--- config.mk ---
export PLATFORM = sky130hd
export DESIGN_NAME = line_unpacker
export DESIGN_NICKNAME = d
export VERILOG_FILES = /design/src/design/avalon_pkg.sv /design/src/design/loader_pkg.sv /design/src/design/line_unpacker.sv
export SDC_FILE = /design/constraint.sdc
export NUM_CORES = 1
export LEC_CHECK = 0
export ABC_CLOCK_PERIOD_IN_PS = 11600
export BUFFER_PORTS_ARGS = -buffer_cell sky130_fd_sc_hd__buf_4
export CAP_MARGIN = 30
export CORE_AREA = 3 3 239 241
export DETAILED_ROUTE_END_ITERATION = 6
export DIE_AREA = 0 0 242 244
export HOLD_SLACK_MARGIN = 0.05
export PLACE_DENSITY_LB_ADDON = 0.1
export SETUP_SLACK_MARGIN = 0.15
export SYNTH_ARGS = -nofsm -noshare
export SYNTH_HDL_FRONTEND = slang
export SYNTH_SLANG_ARGS = --single-unit
--- constraint.sdc ---
create_clock -name clk -period 11.6 [get_ports clk]
set_input_delay 0.58 -clock clk [delete_from_list [all_inputs] [get_ports clk]]
set_output_delay 0.58 -clock clk [all_outputs]
set_load 0.03 [all_outputs]
--- src/design/avalon_pkg.sv ---
package avalon_pkg;

    localparam int LINE_BYTES = 64;  // one system memory line
    localparam int LINE_WORDS = 16;  // 32-bit words per line

    typedef logic [LINE_BYTES*8-1:0] avalon_line_t;

    // master side, single-beat reads only
    typedef struct packed {
        logic [63:0]           address;
        logic                  read;
        logic [2:0]            burstcount;
        logic [LINE_BYTES-1:0] byteenable;
    } avalon_cmd_t;

    // slave side
    typedef struct packed {
        logic         waitrequest;
        logic         readdatavalid;
        avalon_line_t readdata;
    } avalon_rsp_t;

endpackage

--- src/design/loader_pkg.sv ---
package loader_pkg;

    localparam int MAX_CORES  = 16;
    localparam int CORE_W     = $clog2(MAX_CORES);
    localparam int WORD_IDX_W = 32 - 1 - CORE_W;  // tag fills 32 bits

    typedef enum logic [1:0] {
        IDLE,
        FETCH_INSN,
        FETCH_DATA,
        DRAIN
    } load_state_e;

    typedef enum logic {
        SEL_INSN = 1'b0,
        SEL_DATA = 1'b1
    } mem_sel_e;

    typedef struct packed {
        mem_sel_e                sel;
        logic [CORE_W-1:0]       core;
        logic [WORD_IDX_W-1:0]   first;  // word index of word 0 of the line
    } line_tag_t;

    typedef struct packed {
        line_tag_t   tag;
        logic [63:0] addr;
    } line_req_t;

    typedef struct packed {
        line_tag_t               tag;
        avalon_pkg::avalon_line_t data;
    } line_data_t;

    typedef struct packed {
        mem_sel_e              sel;
        logic [CORE_W-1:0]     core;
        logic [WORD_IDX_W-1:0] idx;
        logic [31:0]           data;
    } word_write_t;

endpackage

--- src/design/line_unpacker.sv ---
`timescale 1ns/1ps

module line_unpacker #(
    parameter int CORES = 4
) (
    input  logic                    clk,
    input  logic                    reset,
    input  logic                    line_valid,
    output logic                    line_ready,
    input  loader_pkg::line_data_t  line,
    output logic                    wr_valid,
    output loader_pkg::word_write_t wr,
    output logic                    line_done
);
    import loader_pkg::*;
    import avalon_pkg::*;

    avalon_line_t shift_q;
    line_tag_t    tag_q;
    logic [3:0]   cnt_q;
    logic         active_q;

    assign line_ready = !active_q;
    assign wr_valid   = active_q;
    assign line_done  = active_q && (cnt_q == 4'(LINE_WORDS - 1));

    assign wr.sel  = tag_q.sel;
    assign wr.core = tag_q.core;
    assign wr.idx  = tag_q.first + WORD_IDX_W'(cnt_q);
    assign wr.data = shift_q[31:0];  // lowest word goes first

    always_ff @(posedge clk) begin
        if (line_valid && line_ready) begin
            shift_q <= line.data;
            tag_q   <= line.tag;
        end else if (active_q) begin
            shift_q <= shift_q >> 32;
        end
    end

    always_ff @(posedge clk) begin
        if (reset) begin
            active_q <= 1'b0;
            cnt_q    <= '0;
        end else begin
            if (line_valid && line_ready) begin
                active_q <= 1'b1;
                cnt_q    <= '0;
            end else if (active_q) begin
                cnt_q <= cnt_q + 1'b1;
                if (line_done)
                    active_q <= 1'b0;
            end
        end
    end

    // once taken, a line blocks the input for its whole drain
    a_no_overlap: assert property (@(posedge clk) disable iff (reset)
        line_valid && line_ready |=> (!line_ready) [*LINE_WORDS]);

    // tags from the sequencer only name cores that exist
    a_core_range: assert property (@(posedge clk) disable iff (reset)
        line_valid |-> int'(line.tag.core) < CORES);

endmodule

; ---- Word level (Yosys, flattened, before mapping)
; Cells that the tools add are included.
; Widths: inputs -> output; s select.
[word_totals]
register_bits = 549
input_bits = 547
out_inout_bits = 67
wordCells = 19
[classes]
add_sub_neg = 2
n_eq_ne = 1
n_mux = 5
reduce_logical = 5
[op_table]
columns = op, count
row1 = $mux 512, 2
row2 = $add 27x4->27, 1
row3 = $add 4x1->4 const B, 1
row4 = $eq 4x4->1 const B, 1
row5 = $mux 1, 3
row6 = $logic_and 1x1->1, 2
row7 = $reduce_bool 2->1, 1
row8 = $reduce_or 2->1, 1
row9 = $logic_not 1->1, 1

; ---- Longest topological paths before layout
[depth]
depth_word = 5
ltp_mapped = 8
depth_no_buf = 7

; ---- Least setup slack after synthesis
; Ideal clock, no wire load.
[synth_path]
path_kind = register to register
start = reg active_q, in the netlist wr_valid
end = reg shift_q[0], enable pin
setup_time_ns = 0.667
arrival_time_ns = 6.843
t_required_ns = 10.933
setup_slack_ns = 4.089
path_stages_with_launch = 3
n_path_buf = 1
path_cell_list = dfxtp_1 buf_2 or2_2
[synth_via]
elab_chain_len = 3
[synth_rtl]
columns = element, line
row1 = from (decl), line_unpacker.sv:21  ; logic active_q;
row2 = from (signal assigned), line_unpacker.sv:43  ; active_q <= 1'b0;
row3 = from (signal assigned), line_unpacker.sv:47  ; active_q <= 1'b1;
row4 = from (signal assigned), line_unpacker.sv:52  ; active_q <= 1'b0;
row5 = $logic_not 1->1, line_unpacker.sv:23  ; assign line_ready = !active_q;
row6 = $logic_and 1x1->1, line_unpacker.sv:33  ; if (line_valid && line_ready) begin
row7 = $reduce_bool 2->1 (no source line) (*), n/a
row8 = to (signal assigned), line_unpacker.sv:34  ; shift_q <= line.data;
row9 = to (signal assigned), line_unpacker.sv:37  ; shift_q <= shift_q >> 32;
row10 = to (decl), line_unpacker.sv:18  ; avalon_line_t shift_q;
; Mark *: on every way between the ends. The rest lies on a longest branch, timed or not.
; A chain may end at the register's enable or synchronous reset.

==> qor.txt <==
Total congestion overflow: 0
Vias in the first global route: 13,300
Syn nets: 1,818
Max Freq: 0.277 GHz
Synthesis-to-layout area growth: 29.6%
Syn Area/Cell: 18.5 sq um
CP Class: reg2out
Via count: 12,700
Drt total wl: 55.5 mm
Clock Skews: 0.0193 ns
Hold WC Path Type: in2reg
RSZ-0062 raised after global routing: false
Total GRT Usage: 18.2%
Hold depth: 1
GR Util met1: 21.6%
Lkg Pwr: 11.7 nW
Total Power: 4.85 mW
Outcome: finished clean
DP HPWL: 39.3 mm
RePlAce Congestion: 0.849
Hold Path Sink: tag_q[24]$_DFFE_PP_
Post-CTS Setup Inserts: 0
Num CTS Buffers: 59
Tcrit/Tclk final: 31.1%
Most frequent cells after synthesis: edfxtp_1 (544), mux2_2 (480), buf_4 (46), buf_2 (44), and2_1 (34)
# IOs: 614
Die Span X: 242 um
Final net count: 2,409
Post-Synthesis Cells: 1,265
Yosys top cell by area: edfxtp_1
Min-delay src: line[536]
Sequential fraction of the synthesis area: 70.2%
Main synth FF type: edfxtp_1
Ys async rst share: 0%
Largest fanout on the critical path: 12
CTS Buffer Depth: 3
Tightest Pin Transition: 1.10 ns
Most common cell in the synthesized netlist: edfxtp_1
H-tree depth: 2
Area contributors post-synth: edfxtp_1 (70%), mux2_2 (23%), buf_4 (1.5%)
Final Max Tran Viols: 0
Util after Layout: 55.1%
WL per Instance: 20.8 um
Pin count of the biggest net entering global routing: 194
Clock Pin Slew Worst Setup and Hold Paths: 0.06 ns
EDFF count, synth: 544
Clock root buffer: clkbuf_16
Number of synthesis warnings: 0
Clock latency on the worst-skew pair: 0.60 ns
Port bufs: 613
# rows: 86
Flop-to-flop setup slack: 8.03 ns
Hold buffer count at CTS: 0
Share of layout cells above drive strength 1: 62.8%
CTS-repair resized insts: 0
Crit end category: output pin
Critical path required time: 11.02 ns
Depth of the most critical reg-to-reg path: 6
Hold Vio Cnt, Final: 0
Final setup viols: 0
Worst IR Drop VDD: 134 uV
Antenna-violating nets left: 0
Met3 GRT Util: 6.86%
Final non-filler cell area: 0.0304 sq mm
Core area: 0.0551 sq mm
Detailed-route vias per instance: 4.78
Max_slew headroom: 26.7%
Yosys reg bits: 549
Die Area: 0.0590 sq mm
Area after DPL: 0.0285 sq mm
Worst Setup Start Kind: flop
Critical path data arrival time: 3.02 ns
Synth unique cells: 33
Pre-CTS setup slack: 7.60 ns
Initial antenna violation count: 27
# clock sinks: 549
DR iter-0 viols: 768
Reg-to-Reg End: shift_q[305]$_DFFE_PP_
Post-Syn Area: 0.0234 sq mm
Setup TNS: 0 ns
Setup ws final: 8.00 ns
Post-route DRC: 0
Most Crowded Layer GR: met2
CTS tree: done
Pwr dens: 160 mW/mm^2
Synth top area share: 69.8%
Pre-Repair DR Iteration Count: 4
Met2 Resource Use GR: 29.6%
Fin crit period: 3.60 ns
Reg2reg start: wr_valid$_SDFF_PP0_
First-pass GRT wire length: 81.6 mm
Initial core utilization: 42.5%
Die H: 244 um
Max Cap Violations: 0
layout make-up:
class	count	area (sq um)
diodes	19	47.5
clock buffers	76	1580
clock inverters	25	168
fillers	4531	24700
inverters	7	26.3
multi-input cells	610	6360
flip-flops and latches	549	16400
well taps	748	936
repair buffers	629	4790
how the worst max path moves through the flow:
stage | start | endpoint | slack, ns | cells past startpoint
4_1_cts | wr_valid$_SDFF_PP0_ | shift_q[305]$_DFFE_PP_ | 7.85 | 5
3_5_place_dp | line_valid | shift_q[305]$_DFFE_PP_ | 7.60 | 6
3_3_place_gp | line_valid | shift_q[463]$_DFFE_PP_ | 7.58 | 5
2_1_floorplan | wr_valid$_SDFF_PP0_ | shift_q[0]$_DFFE_PP_ | 4.09 | 2
6_report | cnt_q[0]$_SDFFE_PP0P_ | wr[52] | 8.00 | 9
5_1_grt | cnt_q[0]$_SDFFE_PP0P_ | wr[52] | 7.73 | 9
layer usage:
metal,up-vias,share of wire [%],routed length [um]
li1,6093,-,-
met3,121,8.7,4840
met4,16,3.6,2010
met1,6092,39,21500
met2,419,49,27100
met5,-,0.21,117
worst max-delay path, stage by stage (launching register included):
cell	delay, ns
dfxtp_1	0.43
ha_1	0.25
inv_1	0.07
fa_1	0.40
nor2b_1	0.12
o21ai_0	0.08
buf_4	0.19
a2111oi_0	0.53
xor2_1	0.19
buf_4	0.18
state kept, by name, summed over array words and instances, names as in the netlist:
name	flops
cnt_q	4
shift_q	512
tag_q	27
wr	5
wr_valid	1
cell usage in the layout, fill, tap and decap left out, drive strengths merged, types with 7 or more instances in the layout:
master  instances
and2           34
buf           629
clkbuf         76
clkinv         22
diode          19
edfxtp        544
inv             7
mux2          480
nand2           8
nand3           8
nand4           8
xnor2          13
xor2           15
metrics by stage:
step           hold slack, ns  cells
2_1_floorplan           0.525   1265
3_3_place_gp            0.528   2540
3_5_place_dp            0.532   2541
4_1_cts                 0.115   2642
5_1_grt                 0.122   2660
6_report                0.168   2663
power by group:
group          switching, mW  total (mW)  leakage (nW)  internal (mW)
Clock                  0.740        1.73         0.858          0.995
Combinational          0.233       0.577          5.28          0.343
Sequential            0.0599        2.54          5.53           2.48
cells by family after synthesis:
family	after synthesis	share of synthesized area [%]
buf+inv	106	2.67
fa+ha+maj	6	0.353
simple gates	78	2.07
xor+xnor	28	1.05
compound gates	17	0.540
flops	549	70.2
mux	481	23.1
Power figures use the tool's default switching activity.
