### src/design/avalon_pkg.sv
package avalon_pkg;

    localparam int LINE_BYTES = 64;  // one system memory line
    localparam int LINE_WORDS = 16;  // 32-bit words per line

    typedef logic [LINE_BYTES*8-1:0] avalon_line_t;

    // master side, single-beat reads only
    typedef struct packed {
        logic [63:0]           address;
        logic                  read;
        logic [2:0]            burstcount;
        logic [LINE_BYTES-1:0] byteenable;
    } avalon_cmd_t;

    // slave side
    typedef struct packed {
        logic         waitrequest;
        logic         readdatavalid;
        avalon_line_t readdata;
    } avalon_rsp_t;

endpackage

### src/design/loader_pkg.sv
package loader_pkg;

    localparam int MAX_CORES  = 16;
    localparam int CORE_W     = $clog2(MAX_CORES);
    localparam int WORD_IDX_W = 32 - 1 - CORE_W;  // tag fills 32 bits

    typedef enum logic [1:0] {
        IDLE,
        FETCH_INSN,
        FETCH_DATA,
        DRAIN
    } load_state_e;

    typedef enum logic {
        SEL_INSN = 1'b0,
        SEL_DATA = 1'b1
    } mem_sel_e;

    typedef struct packed {
        mem_sel_e                sel;
        logic [CORE_W-1:0]       core;
        logic [WORD_IDX_W-1:0]   first;  // word index of word 0 of the line
    } line_tag_t;

    typedef struct packed {
        line_tag_t   tag;
        logic [63:0] addr;
    } line_req_t;

    typedef struct packed {
        line_tag_t               tag;
        avalon_pkg::avalon_line_t data;
    } line_data_t;

    typedef struct packed {
        mem_sel_e              sel;
        logic [CORE_W-1:0]     core;
        logic [WORD_IDX_W-1:0] idx;
        logic [31:0]           data;
    } word_write_t;

endpackage

### src/design/load_sequencer.sv
`timescale 1ns/1ps

module load_sequencer #(
    parameter int CORES      = 4,
    parameter int INSN_DEPTH = 5,
    parameter int DMEM_DEPTH = 6
) (
    input  logic                     clk,
    input  logic                     reset,
    input  logic                     kick,
    input  logic [63:0]              base_addr,
    input  logic [$clog2(CORES)-1:0] target_core,
    output logic                     busy,
    output logic                     req_valid,
    input  logic                     req_ready,
    output loader_pkg::line_req_t    req,
    input  logic                     line_done
);
    import loader_pkg::*;
    import avalon_pkg::*;

    localparam int INSN_LINES  = (2**INSN_DEPTH) / LINE_WORDS;
    localparam int DMEM_LINES  = (2**DMEM_DEPTH) / LINE_WORDS;
    localparam int TOTAL_LINES = INSN_LINES + DMEM_LINES;
    localparam int IW          = $clog2(TOTAL_LINES);
    localparam int DW          = $clog2(TOTAL_LINES + 1);
    localparam int CW          = $clog2(CORES);

    load_state_e    state_q;
    logic           busy_q;
    logic [63:0]    base_q;
    logic [CW-1:0]  core_q;
    logic [IW-1:0]  issue_idx;  // lines issued so far, both images
    logic [DW-1:0]  done_cnt;   // lines fully written
    logic [IW-1:0]  line_idx;
    logic           req_fire;

    assign busy      = busy_q | kick;
    assign req_valid = (state_q == FETCH_INSN) || (state_q == FETCH_DATA);
    assign req_fire  = req_valid && req_ready;

    // index within the selected memory
    assign line_idx = (state_q == FETCH_DATA) ? issue_idx - IW'(INSN_LINES) : issue_idx;

    always_comb begin
        req          = '0;
        req.addr     = base_q + 64'(issue_idx) * 64'(LINE_BYTES);  // data follows insn image
        req.tag.sel  = (state_q == FETCH_DATA) ? SEL_DATA : SEL_INSN;
        req.tag.core = CORE_W'(core_q);
        req.tag.first = WORD_IDX_W'(line_idx) * WORD_IDX_W'(LINE_WORDS);
    end

    always_ff @(posedge clk) begin
        if (state_q == IDLE && kick) begin
            base_q <= base_addr;
            core_q <= target_core;
        end
    end

    always_ff @(posedge clk) begin
        if (reset) begin
            state_q   <= IDLE;
            busy_q    <= 1'b0;
            issue_idx <= '0;
            done_cnt  <= '0;
        end else begin
            if (line_done && state_q != IDLE)
                done_cnt <= done_cnt + 1'b1;
            case (state_q)
                IDLE: begin
                    if (kick) begin  // kick while busy never gets here
                        busy_q    <= 1'b1;
                        issue_idx <= '0;
                        done_cnt  <= '0;
                        state_q   <= FETCH_INSN;
                    end
                end
                FETCH_INSN: begin
                    if (req_fire) begin
                        issue_idx <= issue_idx + 1'b1;
                        if (issue_idx == IW'(INSN_LINES - 1))
                            state_q <= FETCH_DATA;
                    end
                end
                FETCH_DATA: begin
                    if (req_fire) begin
                        issue_idx <= issue_idx + 1'b1;
                        if (issue_idx == IW'(TOTAL_LINES - 1))
                            state_q <= DRAIN;
                    end
                end
                DRAIN: begin
                    if (line_done && done_cnt == DW'(TOTAL_LINES - 1)) begin
                        busy_q  <= 1'b0;  // last data line written
                        state_q <= IDLE;
                    end
                end
                default: state_q <= IDLE;
            endcase
        end
    end

endmodule

### config.mk
export PLATFORM = sky130hd
export DESIGN_NAME = load_sequencer
export DESIGN_NICKNAME = d
export VERILOG_FILES = /design/src/design/avalon_pkg.sv /design/src/design/loader_pkg.sv /design/src/design/load_sequencer.sv
export SDC_FILE = /design/constraint.sdc
export NUM_CORES = 1
export LEC_CHECK = 0
export ABC_AREA = 1
export BUFFER_PORTS_ARGS = -buffer_cell sky130_fd_sc_hd__buf_4
export CORE_UTILIZATION = 49
export CTS_CLUSTER_SIZE = 20
export DETAILED_ROUTE_END_ITERATION = 8
export GPL_TIMING_DRIVEN = 0
export PLACE_DENSITY = 0.83
export SETUP_SLACK_MARGIN = 0.02
export SYNTH_ARGS = -nofsm -noshare
export SYNTH_HDL_FRONTEND = slang
export SYNTH_SLANG_ARGS = --single-unit
### constraint.sdc
create_clock -name clk -period 2.7 [get_ports clk]
set_input_delay 0.135 -clock clk [delete_from_list [all_inputs] [get_ports clk]]
set_output_delay 0.135 -clock clk [all_outputs]
set_load 0.1 [all_outputs]
* After elaboration in Yosys (flattened, before gate mapping) *
Cells that the tools add are included.

word-level totals
  output and inout port bits = 98
  bits of input ports = 71
  word-level logic and storage cells = 55
  bits in registers = 75

cells by class
  bitwise operators = 1
  multiplexer cells = 18
  reductions and logical operators = 13
  equal/unequal tests = 13
  $add $sub $neg = 4

operator list
  cell                                               number
  adder 64 x 9 -> 64 bit                             1
  2-to-1 mux 3 bit                                   6
  2-to-1 mux 2 bit                                   6
  != test 2 bit (second input constant)              4
  one-hot mux 2 bit (4 select lines)                 1
  adder 3 x 1 -> 3 bit (second input constant)       2
  == test 3 bit (second input constant)              2
  != test 2 x 1 -> 1 bit (second input constant)     3
  one-hot mux 3 bit (2 select lines)                 1
  AND reduction 3 bit                                2
  AND reduction 6 bit                                1
  nonzero test 2 bit                                 3
  == test 2 bit (second input constant)              2
  logical AND 1 bit                                  4
  == test 3 x 1 -> 1 bit (second input constant)     1
  2-to-1 mux 1 bit                                   3
  subtractor 3 x 2 -> 3 bit (second input constant)  1
  == test 2 x 1 -> 1 bit (second input constant)     1
  logical NOT 2 bit                                  1
  one-hot mux 1 bit (2 select lines)                 1
  OR reduction 2 bit                                 1
  logical OR 1 bit                                   1
  OR 1 bit                                           1

* Longest topological paths before layout *
  depth after elaboration = 5
  gate-level depth with buffers = 10
  gate-level depth less buffers = 10

* Worst setup path before layout *
No wires, ideal clock.

  kind = register to output
  start point = register issue_idx[0]
  end point = output req[36] (netlist bit)
  required time = 2,565 ps
  cell stages (with the launch flop) = 9
  setup slack = -670 ps
  data arrival time = 3,235 ps
  buffers on the path = 0
  path through = dfxtp_1 -> ha_1 -> inv_1 -> fa_1 -> o21ai_4 -> nand2_4 -> nor2_4 -> nand2_1 -> xnor2_1

RTL lines
  item                      RTL line              text
  start: declaration        load_sequencer.sv:33  logic [IW-1:0] issue_idx;
  start signal: assignment  load_sequencer.sv:80  issue_idx <= issue_idx + 1'b1;
  start signal: assignment  load_sequencer.sv:87  issue_idx <= issue_idx + 1'b1;
  end: declaration          load_sequencer.sv:16  output loader_pkg::line_req_t req,

==> flow_summary.yaml <==
global_routing:
  gr-usage-all-layers: 0.352
  grt_pass1_vias: 5144
  antenna_found_initial: 0
  grt_pass1_wl_um: 26000
  grt_max_degree: 43
  grt_overflow_total: 0
logic_synthesis:
  syn_area_per_cell_um2: 8.07
  synth_edf_count: 66
  ys_types: 33
  netlist_top_cells_count: "nand2_1 (175), nor2_1 (111), edfxtp_1 (66)"
  ys_ff_latch: 75
  postSynth.asyncResetShare: 0
  postSynthCellCount: 591
  synth_top_area_share: 0.415
  syn_area_um2: 4770
  yosys.area.top_type: "edfxtp_1"
  netlist_top_cells_area: "edfxtp_1 (42%), nand2_1 (14%), nor2_1 (8.7%)"
  yosysWarnings: 0
  synth.most_common_cell: "nand2_1"
  synth_flop_cell: "edfxtp_1"
  synth_seq_area_share: 0.453
pwr:
  total_power_mw: 6.86
  leakage_nw: 3.35
  ir_drop_uv: 1280
  powerDensity_nw_per_um2: 902
cells_and_area:
  final_cells: 979
  drive_above_1_share: 0.326
  nets: 928
  multiInputGateArea_um2: 2660
  seqCellArea_um2: 2170
  syn_to_final_growth_pct: 59.4
  diodes: 0
  utilization: 0.816
  fill_cells: 556
route:
  viasPerCell: 5.19
  avgRoutedWirePerCell_um: 18.0
  firstDrtPassIters: 5
  drt_iter0_markers: 280
  vias: 5082
  postRouteAntennaNets: 0
  drc: 0
  totalWireLength_um: 17600
floorplanning:
  initial_core_util: 0.512
  die_y_um: 101
  core_um2: 9330
  die_w_um: 101
  num_rows: 35
  io_pins: 169
  die_area_um2: 10100
setup_path:
  cp-start-kind: "register"
  cp-end-kind: "output port"
  required_ps: 2570
  cp_max_fo: 4
  crit_arrival_ps: 2510
  timing_worst_setup_path_type: "register to output port"
clock_network:
  clockBufferDepth: 2
  tritoncts: "done"
  cts_made_buffers: 9
  root_buffer: "clkbuf_8"
  clkSinkCount: 75
  htree_num_levels: 3
  clk_pin_slew_ps: 90
  clk_latency_ps: 360
place:
  gp_congestion: 0.924
  post-place-ws_ps: 0.306
  place_hpwl_um: 12000
  portBuffers: 142
  placed_cells: 888
timing:
  fin_worst_skew_ps: 10.9
  setup_ws_ps: 50.8
  max_slew.worst_pin.slew_ps: 675
  slew_viol_final: 0
  period_share: 0.981
  setup_viol: 0
  hold_ws_ps: 180
  rsz0062_at_grt: "yes"
  fin_crit_ps: 2650
  timing.fmax_mhz: 377
  final_hold_viol_count: 0
  slew_headroom: 0.549
run:
  cap_violations: 0
worst_hold_path:
  min_path_type: "primary input to register"
outcome:
  status: "completed"
## layout by cell type (no fill, tap or decap), types with 13 or more instances in the layout
master and instances:
buf_4 165, conb_1 26, dlygate4sd3_1 67, edfxtp_1 66
inv_1 53, nand2_1 171, nand3_1 24, nand4_1 13
nor2_1 105, xnor2_2 16, xor2_2 16
## state kept, by name, summed over array words and instances, names as in the netlist
name and flops:
issue_idx 3, busy_q 1, state_q 2, done_cnt 3, base_q 64, core_q 2
## repair_timing
item,CTS,global route
hold buffers,67,0
setup endpoints to repair,28,28
setup buffers,6,3
resized for setup,33,25
pin swaps,9,10
endpoints found under the hold margin,68,0
## kinds of logic (layout without fill, tap and decap cells)
logic type / Yosys count / in the layout / synth area share
AND/OR/NAND/NOR: 351 / 351 / 0.315
buffers and inverters: 90 / 324 / 0.0968
flip-flops: 75 / 75 / 0.453
XOR/XNOR: 41 / 41 / 0.0752
AO/OA/AOI/OAI: 21 / 21 / 0.0262
adder cells (fa/ha/maj): 12 / 12 / 0.0330
other: 1 / 26 / 0.000786
## metal layers
metal / track usage / up-vias / wire length (µm)
met1: 0.408 / 2396 / 6630
li1: - / 2332 / -
met5: 0 / - / 0
met2: 0.622 / 305 / 9030
met3: 0.0846 / 49 / 1450
met4: 0.154 / 0 / 533
## power by group
group / internal (mW) / switching, mW / total [mW]
clock: 0.437 / 0.476 / 0.913
combinational: 0.995 / 3.06 / 4.05
sequential: 1.60 / 0.293 / 1.89
total: 3.03 / 3.83 / 6.86
## metrics by stage
stage / setup TNS [ps] / instance area, µm²
after detailed placement: 0 / 6470
after floorplan: -214 / 5220
after global routing: -175 / 7610
after CTS: -20.8 / 7500
after global placement: -16140 / 6450
final: 0 / 7610
## critical path: stages, from the launching register on
cell and delay (ps):
edfxtp_1 380, ha_4 160, inv_4 40, fa_2 380, o21ai_4 240, nand3_4 170
nor2_4 280, nand2_1 120, nand2_1 100, nand2_1 80, buf_6 190
## area by class of cell
cell class / instances / area share
clock buffer: 10 / 0.0168
clock inverter: 6 / 0.00954
buffer: 33 / 0.0326
sequential: 75 / 0.285
multi-input combinational: 451 / 0.350
inverter: 57 / 0.0288
timing repair buffer: 218 / 0.256
tap: 129 / 0.0212
## path summary, 6_finish.rpt
check	end	slack, ps	startpoint	depth (start not counted)
setup / recovery	req[40]	50	base_q[6]	10
hold / removal	done_cnt[0]	180	kick	4
setup reg to reg	base_q[62]	700	state_q[0]	5
hold reg to reg	done_cnt[1]	560	done_cnt[1]	2
(Power assumes the default switching activity.)
