**src/design/avalon_pkg.sv**
```systemverilog
package avalon_pkg;

    localparam int LINE_BYTES = 64;  // one system memory line
    localparam int LINE_WORDS = 16;  // 32-bit words per line

    typedef logic [LINE_BYTES*8-1:0] avalon_line_t;

    // master side, single-beat reads only
    typedef struct packed {
        logic [63:0]           address;
        logic                  read;
        logic [2:0]            burstcount;
        logic [LINE_BYTES-1:0] byteenable;
    } avalon_cmd_t;

    // slave side
    typedef struct packed {
        logic         waitrequest;
        logic         readdatavalid;
        avalon_line_t readdata;
    } avalon_rsp_t;

endpackage

```
**src/design/loader_pkg.sv**
```systemverilog
package loader_pkg;

    localparam int MAX_CORES  = 16;
    localparam int CORE_W     = $clog2(MAX_CORES);
    localparam int WORD_IDX_W = 32 - 1 - CORE_W;  // tag fills 32 bits

    typedef enum logic [1:0] {
        IDLE,
        FETCH_INSN,
        FETCH_DATA,
        DRAIN
    } load_state_e;

    typedef enum logic {
        SEL_INSN = 1'b0,
        SEL_DATA = 1'b1
    } mem_sel_e;

    typedef struct packed {
        mem_sel_e                sel;
        logic [CORE_W-1:0]       core;
        logic [WORD_IDX_W-1:0]   first;  // word index of word 0 of the line
    } line_tag_t;

    typedef struct packed {
        line_tag_t   tag;
        logic [63:0] addr;
    } line_req_t;

    typedef struct packed {
        line_tag_t               tag;
        avalon_pkg::avalon_line_t data;
    } line_data_t;

    typedef struct packed {
        mem_sel_e              sel;
        logic [CORE_W-1:0]     core;
        logic [WORD_IDX_W-1:0] idx;
        logic [31:0]           data;
    } word_write_t;

endpackage

```
**src/design/avalon_read_master.sv**
```systemverilog
`timescale 1ns/1ps

module avalon_read_master (
    input  logic                    clk,
    input  logic                    reset,
    input  logic                    req_valid,
    output logic                    req_ready,
    input  loader_pkg::line_req_t   req,
    output logic                    line_valid,
    input  logic                    line_ready,
    output loader_pkg::line_data_t  line,
    output avalon_pkg::avalon_cmd_t m0_cmd,
    input  avalon_pkg::avalon_rsp_t m0_rsp
);
    import loader_pkg::*;
    import avalon_pkg::*;

    logic         rd_q;    // read strobe on the bus
    logic         pend_q;  // waiting for readdatavalid
    logic         full_q;  // line buffer holds a line
    logic [63:0]  addr_q;
    line_tag_t    tag_q;
    avalon_line_t data_q;

    assign req_ready  = !rd_q && !pend_q && !full_q;
    assign line_valid = full_q;
    assign line.tag   = tag_q;
    assign line.data  = data_q;

    assign m0_cmd.address    = addr_q;
    assign m0_cmd.read       = rd_q;
    assign m0_cmd.burstcount = 3'd1;
    assign m0_cmd.byteenable = '1;

    always_ff @(posedge clk) begin
        if (req_valid && req_ready) begin
            addr_q <= req.addr;
            tag_q  <= req.tag;  // follows the line to the unpacker
        end
        if (pend_q && m0_rsp.readdatavalid)
            data_q <= m0_rsp.readdata;
    end

    always_ff @(posedge clk) begin
        if (reset) begin
            rd_q   <= 1'b0;
            pend_q <= 1'b0;
            full_q <= 1'b0;
        end else begin
            if (req_valid && req_ready) begin
                rd_q   <= 1'b1;
                pend_q <= 1'b1;
            end else if (rd_q && !m0_rsp.waitrequest) begin
                rd_q <= 1'b0;  // command accepted
            end
            if (pend_q && m0_rsp.readdatavalid) begin
                pend_q <= 1'b0;
                full_q <= 1'b1;
            end else if (line_valid && line_ready) begin
                full_q <= 1'b0;
            end
        end
    end

    // slave must see a steady command until it stops stalling
    a_addr_stable: assert property (@(posedge clk) disable iff (reset)
        m0_cmd.read && m0_rsp.waitrequest |=> m0_cmd.read && $stable(m0_cmd.address));

    // no unsolicited read data from the slave
    a_no_stray_rdv: assert property (@(posedge clk) disable iff (reset)
        m0_rsp.readdatavalid |-> pend_q);

endmodule

```
**config.mk**
```make
export PLATFORM = sky130hd
export DESIGN_NAME = avalon_read_master
export DESIGN_NICKNAME = d
export VERILOG_FILES = /design/src/design/avalon_pkg.sv /design/src/design/loader_pkg.sv /design/src/design/avalon_read_master.sv
export SDC_FILE = /design/constraint.sdc
export NUM_CORES = 1
export LEC_CHECK = 0
export ABC_AREA = 0
export BUFFER_PORTS_ARGS = -buffer_cell sky130_fd_sc_hd__buf_2
export CAP_MARGIN = 0
export CELL_PAD_IN_SITES_DETAIL_PLACEMENT = 0
export CELL_PAD_IN_SITES_GLOBAL_PLACEMENT = 1
export CORE_AREA = 2 2 505 507
export DETAILED_ROUTE_END_ITERATION = 8
export DIE_AREA = 0 0 507 509
export HOLD_SLACK_MARGIN = 0.06
export PLACE_DENSITY_LB_ADDON = 0.15
export SLEW_MARGIN = 20
export SYNTH_ARGS = -nofsm -noshare
export SYNTH_HDL_FRONTEND = slang
export SYNTH_SLANG_ARGS = --single-unit
```
**constraint.sdc**
```tcl
create_clock -name clk -period 16.2 [get_ports clk]
set_input_delay 3.24 -clock clk [delete_from_list [all_inputs] [get_ports clk]]
set_output_delay 3.24 -clock clk [all_outputs]
set_load 0.1 [all_outputs]
```
# ---- Word-level counts from Yosys, hierarchy flattened
# Cells that the tools add are included.
dict set report totals {
  inputBits 614
  out_inout_bits 678
  regBits 611
  wordCells 25
}
dict set report op_classes {
  n_reduce_logical 13
  n_mux 4
}
# op count
set op_table {}
lappend op_table {{1-bit logical AND} 6}
lappend op_table {{1-bit logical NOT} 4}
lappend op_table {{1-bit two-way mux} 4}
lappend op_table {{2-bit nonzero test} 2}
lappend op_table {{2-bit OR reduction} 1}

# ---- Depth between registers and ports, before layout
# Gate-level depths: netlist (run 1).
dict set report logic_depth {
  word_depth 5
  depth_mapped 2
  mapped_depth_nobuf 2
}

# ---- Worst setup path before layout (run 1)
# No wires, ideal clock.
dict set report synth_path {
  path_type {input to register}
  start {in m0_rsp[512] (netlist name)}
  end {reg data_q[0] (enable)}
  n_path_buf 0
  arrival_ps 13192
  t_required_ps 15340
  stages 2
  slack_ps 2147
  setup_ps 860
  path_cell_list {nand2_1 -> inv_1}
}
dict set report synth_between {
  elab_chain_cells 1
}
# item line
set synth_rtl {}
lappend synth_rtl {{start, declared} avalon_read_master.sv:13} ;# input avalon_pkg::avalon_rsp_t m0_rsp
lappend synth_rtl {{1-bit logical AND} avalon_read_master.sv:40} ;# if (pend_q && m0_rsp.readdatavalid)
lappend synth_rtl {{end signal, assigned} avalon_read_master.sv:41} ;# data_q <= m0_rsp.readdata;
lappend synth_rtl {{end, declared} avalon_read_master.sv:23} ;# avalon_line_t data_q;
# No other way between the ends.
# A chain may end at the register's enable or synchronous reset.

# ---- Worst setup path after layout (run 1)
dict set report layout_path {
  start {in m0_rsp[512] (netlist name)}
  end {reg data_q[98] (enable)}
}
# Same word-level chain as after synthesis.

==> impl_metrics.json, run 1 <==
{
  "htreeDepth": 3,
  "yosysTopAreaCell": "edfxtp_1",
  "fp.dieH_um": 509,
  "peakVddDrop_mv": 0.0845,
  "yosysWarnings": 0,
  "maxCapViolCount": 0,
  "cts_setup_buffers": 0,
  "wire_per_inst_um": 23.4,
  "dr.first_iter.drc_count": 900,
  "outcome": "finished, final reports clean",
  "cts_resized": 0,
  "gp_congestion": 0.790,
  "reg2reg_to": "data_q[98]$_DFFE_PP_",
  "track_usage": 0.0946,
  "fillCellCount": 28600,
  "post-synth-top-count-cell": "edfxtp_1",
  "power_density_nw_per_um2": 144,
  "syn_area_um2": 18900,
  "grt-ovfl-total": 0,
  "synth_seq_area_share": 0.969,
  "layout-drive-gt1-share": 0.658,
  "clk_pin_slew_ns": 0.06,
  "hold_buffers": 0,
  "drv_slew": 0,
  "worstPathArrival_ns": 5.63,
  "fin_area_um2": 32100,
  "drc_errors": 0,
  "synthCells": 692,
  "io_pins": 1292,
  "finalHoldViolCount": 0,
  "antenna_found_initial": 137,
  "reg2reg_slack_ns": 13.11,
  "cts_inserted_buffers": 88,
  "finalSetupViolations": 0,
  "syn_area_per_cell_um2": 27.3,
  "synth_edf_count": 608,
  "fmax_mhz": 188,
  "finalClockSkew_ns": 0.0364,
  "worstSetupStartpointType": "input port",
  "synth_xor_area_frac": 0,
  "die_w_um": 507,
  "cp.required_ns": 16.52,
  "synth_top_family_by_area": "buffers and inverters",
  "min_path_cells": 2,
  "vias_per_cell": 2.34,
  "clk_latency_ns": 0.72,
  "clock_sinks": 611,
  "start_util": 0.0748,
  "worstSetupEndpointType": "flop",
  "slowest_delay_ns": 0.66,
  "hp-start": "rd_q$_SDFFE_PP0P_",
  "synth_seq_cells": 611,
  "synthArstFlopShare": 0,
  "period_minus_slack_ns": 5.31,
  "die-area_um2": 258000,
  "coreArea_um2": 253000,
  "worst_r2r_path_depth": 4,
  "startpoint": "m0_rsp[512]",
  "crit_chain": "buf_2 -> nand2_1 -> inv_8 -> buf_4 -> buf_12",
  "worst_pin_slew_ns": 1.01,
  "wl_um": 128000,
  "crit_family": "buffers and inverters",
  "place_hpwl_um": 108000,
  "critPathKind": "input port to flop",
  "max_slew_margin": 0.324,
  "critPathBufInv": 4,
  "cts-root-buf": "clkbuf_16",
  "ys_types": 10,
  "clk_path_buf_depth": 3,
  "ys.flop_type": "edfxtp_1",
  "synth_compound_area_frac": 0.000794,
  "multiInputGateArea_um2": 308,
  "rsz0062_at_grt": "no",
  "yosys.area_share.simple": 0.00218,
  "holdPathEnd": "rd_q$_SDFFE_PP0P_",
  "ant_nets": 0,
  "drt-pass1-iter-count": 4,
  "placed_area_um2": 29100,
  "period_share": 0.328,
  "regArea_um2": 18300,
  "cp_max_fo": 139,
  "synth_common_cells": "edfxtp_1 (608), buf_4 (68), a21oi_1 (3), dfxtp_1 (3)",
  "p_leak_uw": 0.0121,
  "min_path_type": "flop to flop",
  "vias": 12800,
  "fin_setup_tns_ns": 0,
  "critPathSlowestCell": "buf_4",
  "grt_pass1_wl_um": 156000,
  "yosys.area_share.adder": 0,
  "synth_mux_area_frac": 0,
  "grt_max_degree": 140,
  "cts_tree": "built",
  "area.growth.synth_to_final_pct": 69.8,
  "final_nets": 2622,
  "row_count": 185,
  "netlist_top_cells_area": "edfxtp_1 (97%), buf_4 (2.7%), dfxtp_1 (0.32%)",
  "reg2reg_from": "pend_q$_SDFFE_PP0P_",
  "synth_top_area_frac": 0.966,
  "port_buffers": 1224,
  "grt_pass1_vias": 13200
}
sequential cells by signal (all words and copies together) (netlist names):
signal	cells
rd_q	1
line_valid	1
addr_q	64
pend_q	1
line	32
data_q	512
report_power, final:
part	internal (uW)	switching (uW)	leakage [uW]	total, uW
Combinational	92.9	648	0.00510	741
Sequential	1820	22.5	0.00561	1850
Clock	1200	831	0.00142	2030
worst max path at each step:
| stage | to | slack [ns] | cells past startpoint |
|---|---|---|---|
| floorplan | data_q[0]$_DFFE_PP_ | 2.15 | 2 |
| global placement | data_q[486]$_DFFE_PP_ | 10.02 | 5 |
| detailed placement | data_q[472]$_DFFE_PP_ | 10.05 | 5 |
| CTS | req_ready | 10.83 | 2 |
| global route | data_q[36]$_DFFE_PP_ | 10.77 | 5 |
| finish | data_q[98]$_DFFE_PP_ | 10.89 | 5 |
area by class of cell:
type                    instances  area share
flip-flops and latches        611       0.571
well taps                    3366       0.131
repair buffers               1229       0.193
diodes                         33     0.00257
clock buffers                 101      0.0708
multi-input cells              76     0.00959
clock inverters                56      0.0210
inverters                       2    0.000624
stage by stage:
step | hold slack, ns | utilization | cells | total power (uW) | setup slack, ns
floorplan | 0.457 | - | 757 | 2460 | 2.15
global placement | 0.498 | 0.115 | 5284 | 2640 | 10.02
detailed placement | 0.512 | 0.115 | 5284 | 2640 | 10.05
CTS | 0.525 | 0.127 | 5441 | 4750 | 10.83
global route | 0.574 | 0.127 | 5443 | 4800 | 10.77
finish | 0.535 | 0.127 | 5474 | 4620 | 10.89
layout by cell type, fill, tap and decap left out:
cell type / instances
a21oi_1: 3
buf_12: 3
buf_2: 1224
buf_4: 2
bufinv_16: 12
clkbuf_1: 12
clkbuf_16: 89
clkinv_1: 12
clkinv_2: 13
clkinv_4: 7
clkinvlp_4: 7
conb_1: 67
dfxtp_1: 3
diode_2: 33
edfxtp_1: 608
inv_16: 4
inv_6: 2
inv_8: 1
nand2_1: 2
nor3_1: 1
or2b_1: 2
or4b_4: 1
cells by family (layout without fill, tap and decap cells):
group | Yosys count | count (layout)
buffers and inverters | 70 | 1388
AND/OR/NAND/NOR | 6 | 6
flip-flops | 611 | 611
other | 2 | 100
AO/OA/AOI/OAI | 3 | 3
worst min-delay path, delay by kind of cell (launching register included):
kind / cells / cell delay (ns)
compound gates: 1 / 0.06
flops: 1 / 0.34
simple gates: 1 / 0.08
metal layers:
layer  wire length (um)  global-route usage
met2              57600               0.149
met4               2970              0.0266
met5                685                   0
met3              18600              0.0589
met1              48400               0.106
Note: power is estimated with default switching activity, not from simulation.
==> run 2, diff against run 1 <==
--- a/config.mk
+++ b/config.mk
@@ -10,9 +10,9 @@
 export CAP_MARGIN = 0
 export CELL_PAD_IN_SITES_DETAIL_PLACEMENT = 0
 export CELL_PAD_IN_SITES_GLOBAL_PLACEMENT = 1
-export CORE_AREA = 2 2 505 507
+export CORE_AREA = 2 2 507 509
 export DETAILED_ROUTE_END_ITERATION = 8
-export DIE_AREA = 0 0 507 509
+export DIE_AREA = 0 0 509 511
 export HOLD_SLACK_MARGIN = 0.06
 export PLACE_DENSITY_LB_ADDON = 0.15
 export SLEW_MARGIN = 20
==> constraint.sdc (replaced) <==
create_clock -name clk -period 4.54 [get_ports clk]
set_input_delay 0.908 -clock clk [delete_from_list [all_inputs] [get_ports clk]]
set_output_delay 0.908 -clock clk [all_outputs]
set_load 0.1 [all_outputs]
==> run 2 against run 1 <==
- die area up 0.79%
- total power grew to 3.5 times the previous value
- sequential power rose to 3.6 times the previous value
- routed wire length rose by 9.6%
- count of clock-buffer cells in the layout rose by 12
- hold slack worse by 0.17 ns
- via count rose by 3.7%
- cell area hardly changed
- combinational power increased to 3.6 times the previous value
- largest cell class unchanged
- worst setup slack got worse by 9.0 ns
- non-clock buffer count grew 13
- clock skew fell by 0.0089 ns
==> impl_metrics.json, run 2 (synthesis results as in run 1) <==
{
  "worstSetupStartpointType": "flop",
  "dr.first_iter.drc_count": 753,
  "clk_path_buf_depth": 3,
  "io_pins": 1292,
  "finalHoldViolCount": 0,
  "placed_area_um2": 29300,
  "final_core_util": 0.126,
  "place_hpwl_um": 121000,
  "stdcell_count": 5495,
  "largest_reg_flops": 512,
  "wire_per_inst_um": 25.6,
  "setup_slack_ns": 1.86,
  "cp.required_ns": 3.63,
  "antenna_found_initial": 200,
  "finalSetupViolations": 0,
  "gp_congestion": 0.827,
  "outcome": "finished, final reports clean",
  "critPathKind": "flop to output pin",
  "busiest_layer": "met2",
  "max_slew_margin": 0.504,
  "vias": 13300,
  "row_count": 186,
  "clock_sinks": 611,
  "vias_per_cell": 2.42,
  "hold_buffers": 0,
  "cp_max_fo": 4,
  "start_util": 0.0740,
  "fin_area_um2": 32100,
  "final_nets": 2632,
  "coreArea_um2": 255000,
  "maxCapViolCount": 0,
  "period_minus_slack_ns": 2.68,
  "fmax_mhz": 373,
  "htreeDepth": 3,
  "cts-root-buf": "clkbuf_16",
  "largest_register": "data_q",
  "final_common_cell": "buf_2",
  "mostFrequentLayoutCells": "buf_2 (1224), edfxtp_1 (608), clkbuf_16 (85), conb_1 (67), clkbuf_1 (26)",
  "grt_max_degree": 99,
  "finalClockSkew_ns": 0.0275,
  "track_usage": 0.104,
  "dpl_worst_slack_ns": 1.67,
  "drv_slew": 0,
  "clk_pin_slew_ns": 0.07,
  "use_met3": 0.0695,
  "wl_um": 141000,
  "p_leak_uw": 0.0121,
  "reg2reg_slack_ns": 2.29,
  "drt-pass1-iter-count": 5,
  "peakVddDrop_mv": 0.273,
  "ant_nets": 0,
  "rsz0062_at_grt": "no",
  "grt_use_met2": 0.170,
  "cts_resized": 0,
  "die-area_um2": 260000,
  "port_buffers": 1224,
  "place_inst": 5315,
  "grt_pass1_vias": 13300,
  "worstPathArrival_ns": 1.78,
  "cts_tree": "built",
  "min_path_type": "input port to flop",
  "worstSetupEndpointType": "output pin",
  "area.growth.synth_to_final_pct": 69.7,
  "cts_setup_buffers": 0,
  "worst_pin_slew_ns": 0.744,
  "grt-ovfl-total": 0,
  "die_w_um": 509,
  "grt_pass1_wl_um": 169000,
  "period_share": 0.591,
  "fp.dieH_um": 511,
  "grt_use_met1": 0.109,
  "drc_errors": 0,
  "cts_inserted_buffers": 85,
  "layout-drive-gt1-share": 0.653,
  "power_density_nw_per_um2": 499,
  "clk_latency_ns": 0.72
}
==> run 2: cell count changes in the layout (fill, tap and decap cells not counted), moves of 5 or more <==
cell | before | now
clkinv_4 | 7 | 1
clkbuf_1 | 12 | 26
diode_2 | 33 | 26
buf_4 | 2 | 9
bufinv_16 | 12 | 7
buf_12 | 3 | 9
==> run 2: layer usage <==
layer  vias to the layer above  share of wire
met4                       158          0.028
met3                       397           0.14
met2                      1096           0.46
met5                         -         0.0072
li1                       5347              -
met1                      6290           0.37
==> run 2: final cells by class <==
type                       count  area [um2]
timing repair buffer        1242        6370
inverter                       2        13.8
clock inverter                41         493
sequential                   611       18300
fill                       28900      223000
antenna                       26        65.1
clock buffer                 113        2250
multi-input combinational     76         324
tap                         3384        4230
==> run 2: per-stage QoR <==
| step | hold slack [ns] | total power [uW] | setup TNS, ns |
|---|---|---|---|
| after global placement | 0.504 | 9460 | 0 |
| after floorplan | 0.457 | 8740 | -2309.25 |
| final | 0.363 | 16000 | 0 |
| after detailed placement | 0.484 | 9450 | 0 |
| after global routing | 0.261 | 16600 | 0 |
| after CTS | 0.219 | 16500 | 0 |
==> run 2: report_power, final <==
part	leakage [uW]	internal (uW)	total [uW]	switching [uW]
Combinational	0.00518	350	2690	2340
Sequential	0.00561	6510	6580	76.0
Clock	0.00132	3910	6740	2830
Total	0.0121	10800	16000	5250
==> run 2: final timing paths <==
| kind | startpoint | endpoint | cells past startpoint |
|---|---|---|---|
| hold / removal | m0_rsp[97] | data_q[97]$_DFFE_PP_ | 1 |
| setup / recovery | pend_q$_SDFFE_PP0P_ | req_ready | 2 |
| hold reg to reg | rd_q$_SDFFE_PP0P_ | rd_q$_SDFFE_PP0P_ | 2 |
| setup reg to reg | pend_q$_SDFFE_PP0P_ | line[537]$_DFFE_PP_ | 3 |
==> run 2: critical path: stages (launching register included) <==
cell and delay (ns):
dfxtp_1 0.39, nor3_1 0.23, buf_2 0.46
==> run 3, diff against run 2 <==
--- a/config.mk
+++ b/config.mk
@@ -10,9 +10,9 @@
 export CAP_MARGIN = 0
 export CELL_PAD_IN_SITES_DETAIL_PLACEMENT = 0
 export CELL_PAD_IN_SITES_GLOBAL_PLACEMENT = 1
-export CORE_AREA = 2 2 507 509
+export CORE_AREA = 2 2 505 507
 export DETAILED_ROUTE_END_ITERATION = 8
-export DIE_AREA = 0 0 509 511
+export DIE_AREA = 0 0 507 509
 export HOLD_SLACK_MARGIN = 0.06
 export PLACE_DENSITY_LB_ADDON = 0.15
 export SLEW_MARGIN = 20
==> constraint.sdc (replaced) <==
create_clock -name clk -period 2.6 [get_ports clk]
set_input_delay 0.52 -clock clk [delete_from_list [all_inputs] [get_ports clk]]
set_output_delay 0.52 -clock clk [all_outputs]
set_load 0.1 [all_outputs]
==> run 3 against run 2 <==
- global-route usage increased by 0.12 points
- total power increased by 81%
- routed wire length increased by 0.85%
- count of clock-buffer cells in the layout decreased by 10
- first-iteration DRC count increased by 1.1%
- via count increased by 14%
- cell area increased by 19%
- register-to-register slack got worse by 1.8 ns
- critical path depth unchanged
- critical path type unchanged
- largest cell class unchanged
- highest routed layer unchanged
==> impl_metrics.json, run 3 (synthesis results as in run 1) <==
{
  "drt-pass1-iter-count": 4,
  "antenna_found_initial": 154,
  "start_util": 0.0748,
  "port_buffers": 1224,
  "area.growth.synth_to_final_pct": 102,
  "hp-start": "req[19]",
  "ant_nets": 0,
  "clk_latency_ns": 0.69,
  "gp_congestion": 0.804,
  "p_leak_uw": 0.0147,
  "layout-drive-gt1-share": 0.516,
  "mostFrequentLayoutCells": "buf_2 (1223), edfxtp_1 (608), dlygate4sd3_1 (582), clkbuf_16 (86), conb_1 (67)",
  "power_density_nw_per_um2": 759,
  "cts_setup_buffers": 0,
  "holdWs_ns": 0.139,
  "dpl_worst_slack_ns": 0.237,
  "final_common_cell": "buf_2",
  "worst_pin_slew_ns": 0.752,
  "p_total_uw": 29000,
  "finalHoldViolCount": 0,
  "reg2reg_from": "pend_q$_SDFFE_PP0P_",
  "vias": 15200,
  "peakVddDrop_mv": 0.468,
  "fp.dieH_um": 509,
  "wl_um": 142000,
  "cts_tree": "built",
  "cts_inserted_buffers": 86,
  "worstSetupEndpointType": "output pin",
  "largest_register": "data_q",
  "worstPathArrival_ns": 1.77,
  "finalSetupViolations": 0,
  "die_w_um": 507,
  "period_share": 0.879,
  "clock_sinks": 611,
  "drc_errors": 0,
  "rsz0062_at_grt": "no",
  "track_usage": 0.105,
  "die-area_um2": 258000,
  "grt_pass1_wl_um": 174000,
  "cts-root-buf": "clkbuf_16",
  "min_path_type": "input port to flop",
  "drv_slew": 0,
  "setup_slack_ns": 0.315,
  "grt-ovfl-total": 0,
  "maxCapViolCount": 0,
  "wire_per_inst_um": 23.2,
  "outcome": "finished, final reports clean",
  "period_minus_slack_ns": 2.29,
  "worstSetupStartpointType": "flop",
  "final_nets": 3237,
  "finalClockSkew_ns": 0.0199,
  "vias_per_cell": 2.48,
  "clk_pin_slew_ns": 0.06,
  "critPathKind": "flop to output pin",
  "io_pins": 1292,
  "place_hpwl_um": 121000,
  "fmax_mhz": 438,
  "grt_max_degree": 75,
  "max_slew_margin": 0.499,
  "largest_reg_flops": 512,
  "dr.first_iter.drc_count": 761,
  "startpoint": "pend_q$_SDFFE_PP0P_",
  "clk_path_buf_depth": 3,
  "htreeDepth": 3,
  "cp_max_fo": 4,
  "grt_pass1_vias": 15900,
  "cp.required_ns": 2.08,
  "coreArea_um2": 253000,
  "row_count": 185
}
run 3: changes by cell type in the layout (fill, tap and decap cells not counted), moves of 3 or more:
cell	before	now
buf_12	9	12
buf_4	9	29
clkbuf_1	26	17
clkinv_1	13	22
clkinv_16	3	0
diode_2	26	51
dlygate4sd3_1	0	582
run 3: through the flow:
| stage | cells | area, um2 | setup TNS, ns | util |
|---|---|---|---|---|
| 6_report | 6111 | 38200 | 0 | 0.151 |
| 5_1_grt | 6085 | 38100 | 0 | 0.151 |
| 2_1_floorplan | 757 | 19200 | -3104.34 | - |
| 4_1_cts | 6059 | 38000 | 0 | 0.150 |
| 3_5_place_dp | 5319 | 29400 | 0 | 0.117 |
| 3_3_place_gp | 5319 | 29400 | 0 | 0.117 |
run 3: timing repair:
item                                    in CTS  in global routing
hold endpoints to repair                   582                  1
resized for setup                            2                  0
endpoints found under the setup margin       1                  0
hold buffers                               581                  1
run 3: cell type report:
class | instances | area, um2
repair buffers | 1846 | 12400
diodes | 51 | 128
clock inverters | 56 | 542
fillers | 28300 | 215000
clock buffers | 103 | 2220
flip-flops and latches | 611 | 18300
well taps | 3366 | 4210
inverters | 2 | 15.0
multi-input cells | 76 | 329
run 3: critical path, stage by stage, from the launching register on:
cell and delay [ns]:
dfxtp_1 0.38, nor3_2 0.33, buf_4 0.36
run 3: power by group:
| group | internal, uW | total [uW] | switching (uW) |
|---|---|---|---|
| combinational | 1240 | 5630 | 4390 |
| clock | 6900 | 11800 | 4930 |
| sequential | 11400 | 11500 | 156 |
run 3: final timing paths:
check                         end  slack (ns)  cells after the start
max reg2reg  addr_q[54]$_DFFE_PP_        0.51                      3
max                     req_ready        0.31                      2
min          addr_q[19]$_DFFE_PP_        0.14                      1
min reg2reg     rd_q$_SDFFE_PP0P_        0.52                      2
run 3: metal layers:
metal	track usage	vias to the layer above	part of all wire
met4	0.0275	132	0.026
met2	0.159	987	0.43
met3	0.0509	276	0.11
met5	0	-	0.0058
li1	-	6610	-
met1	0.132	7157	0.43
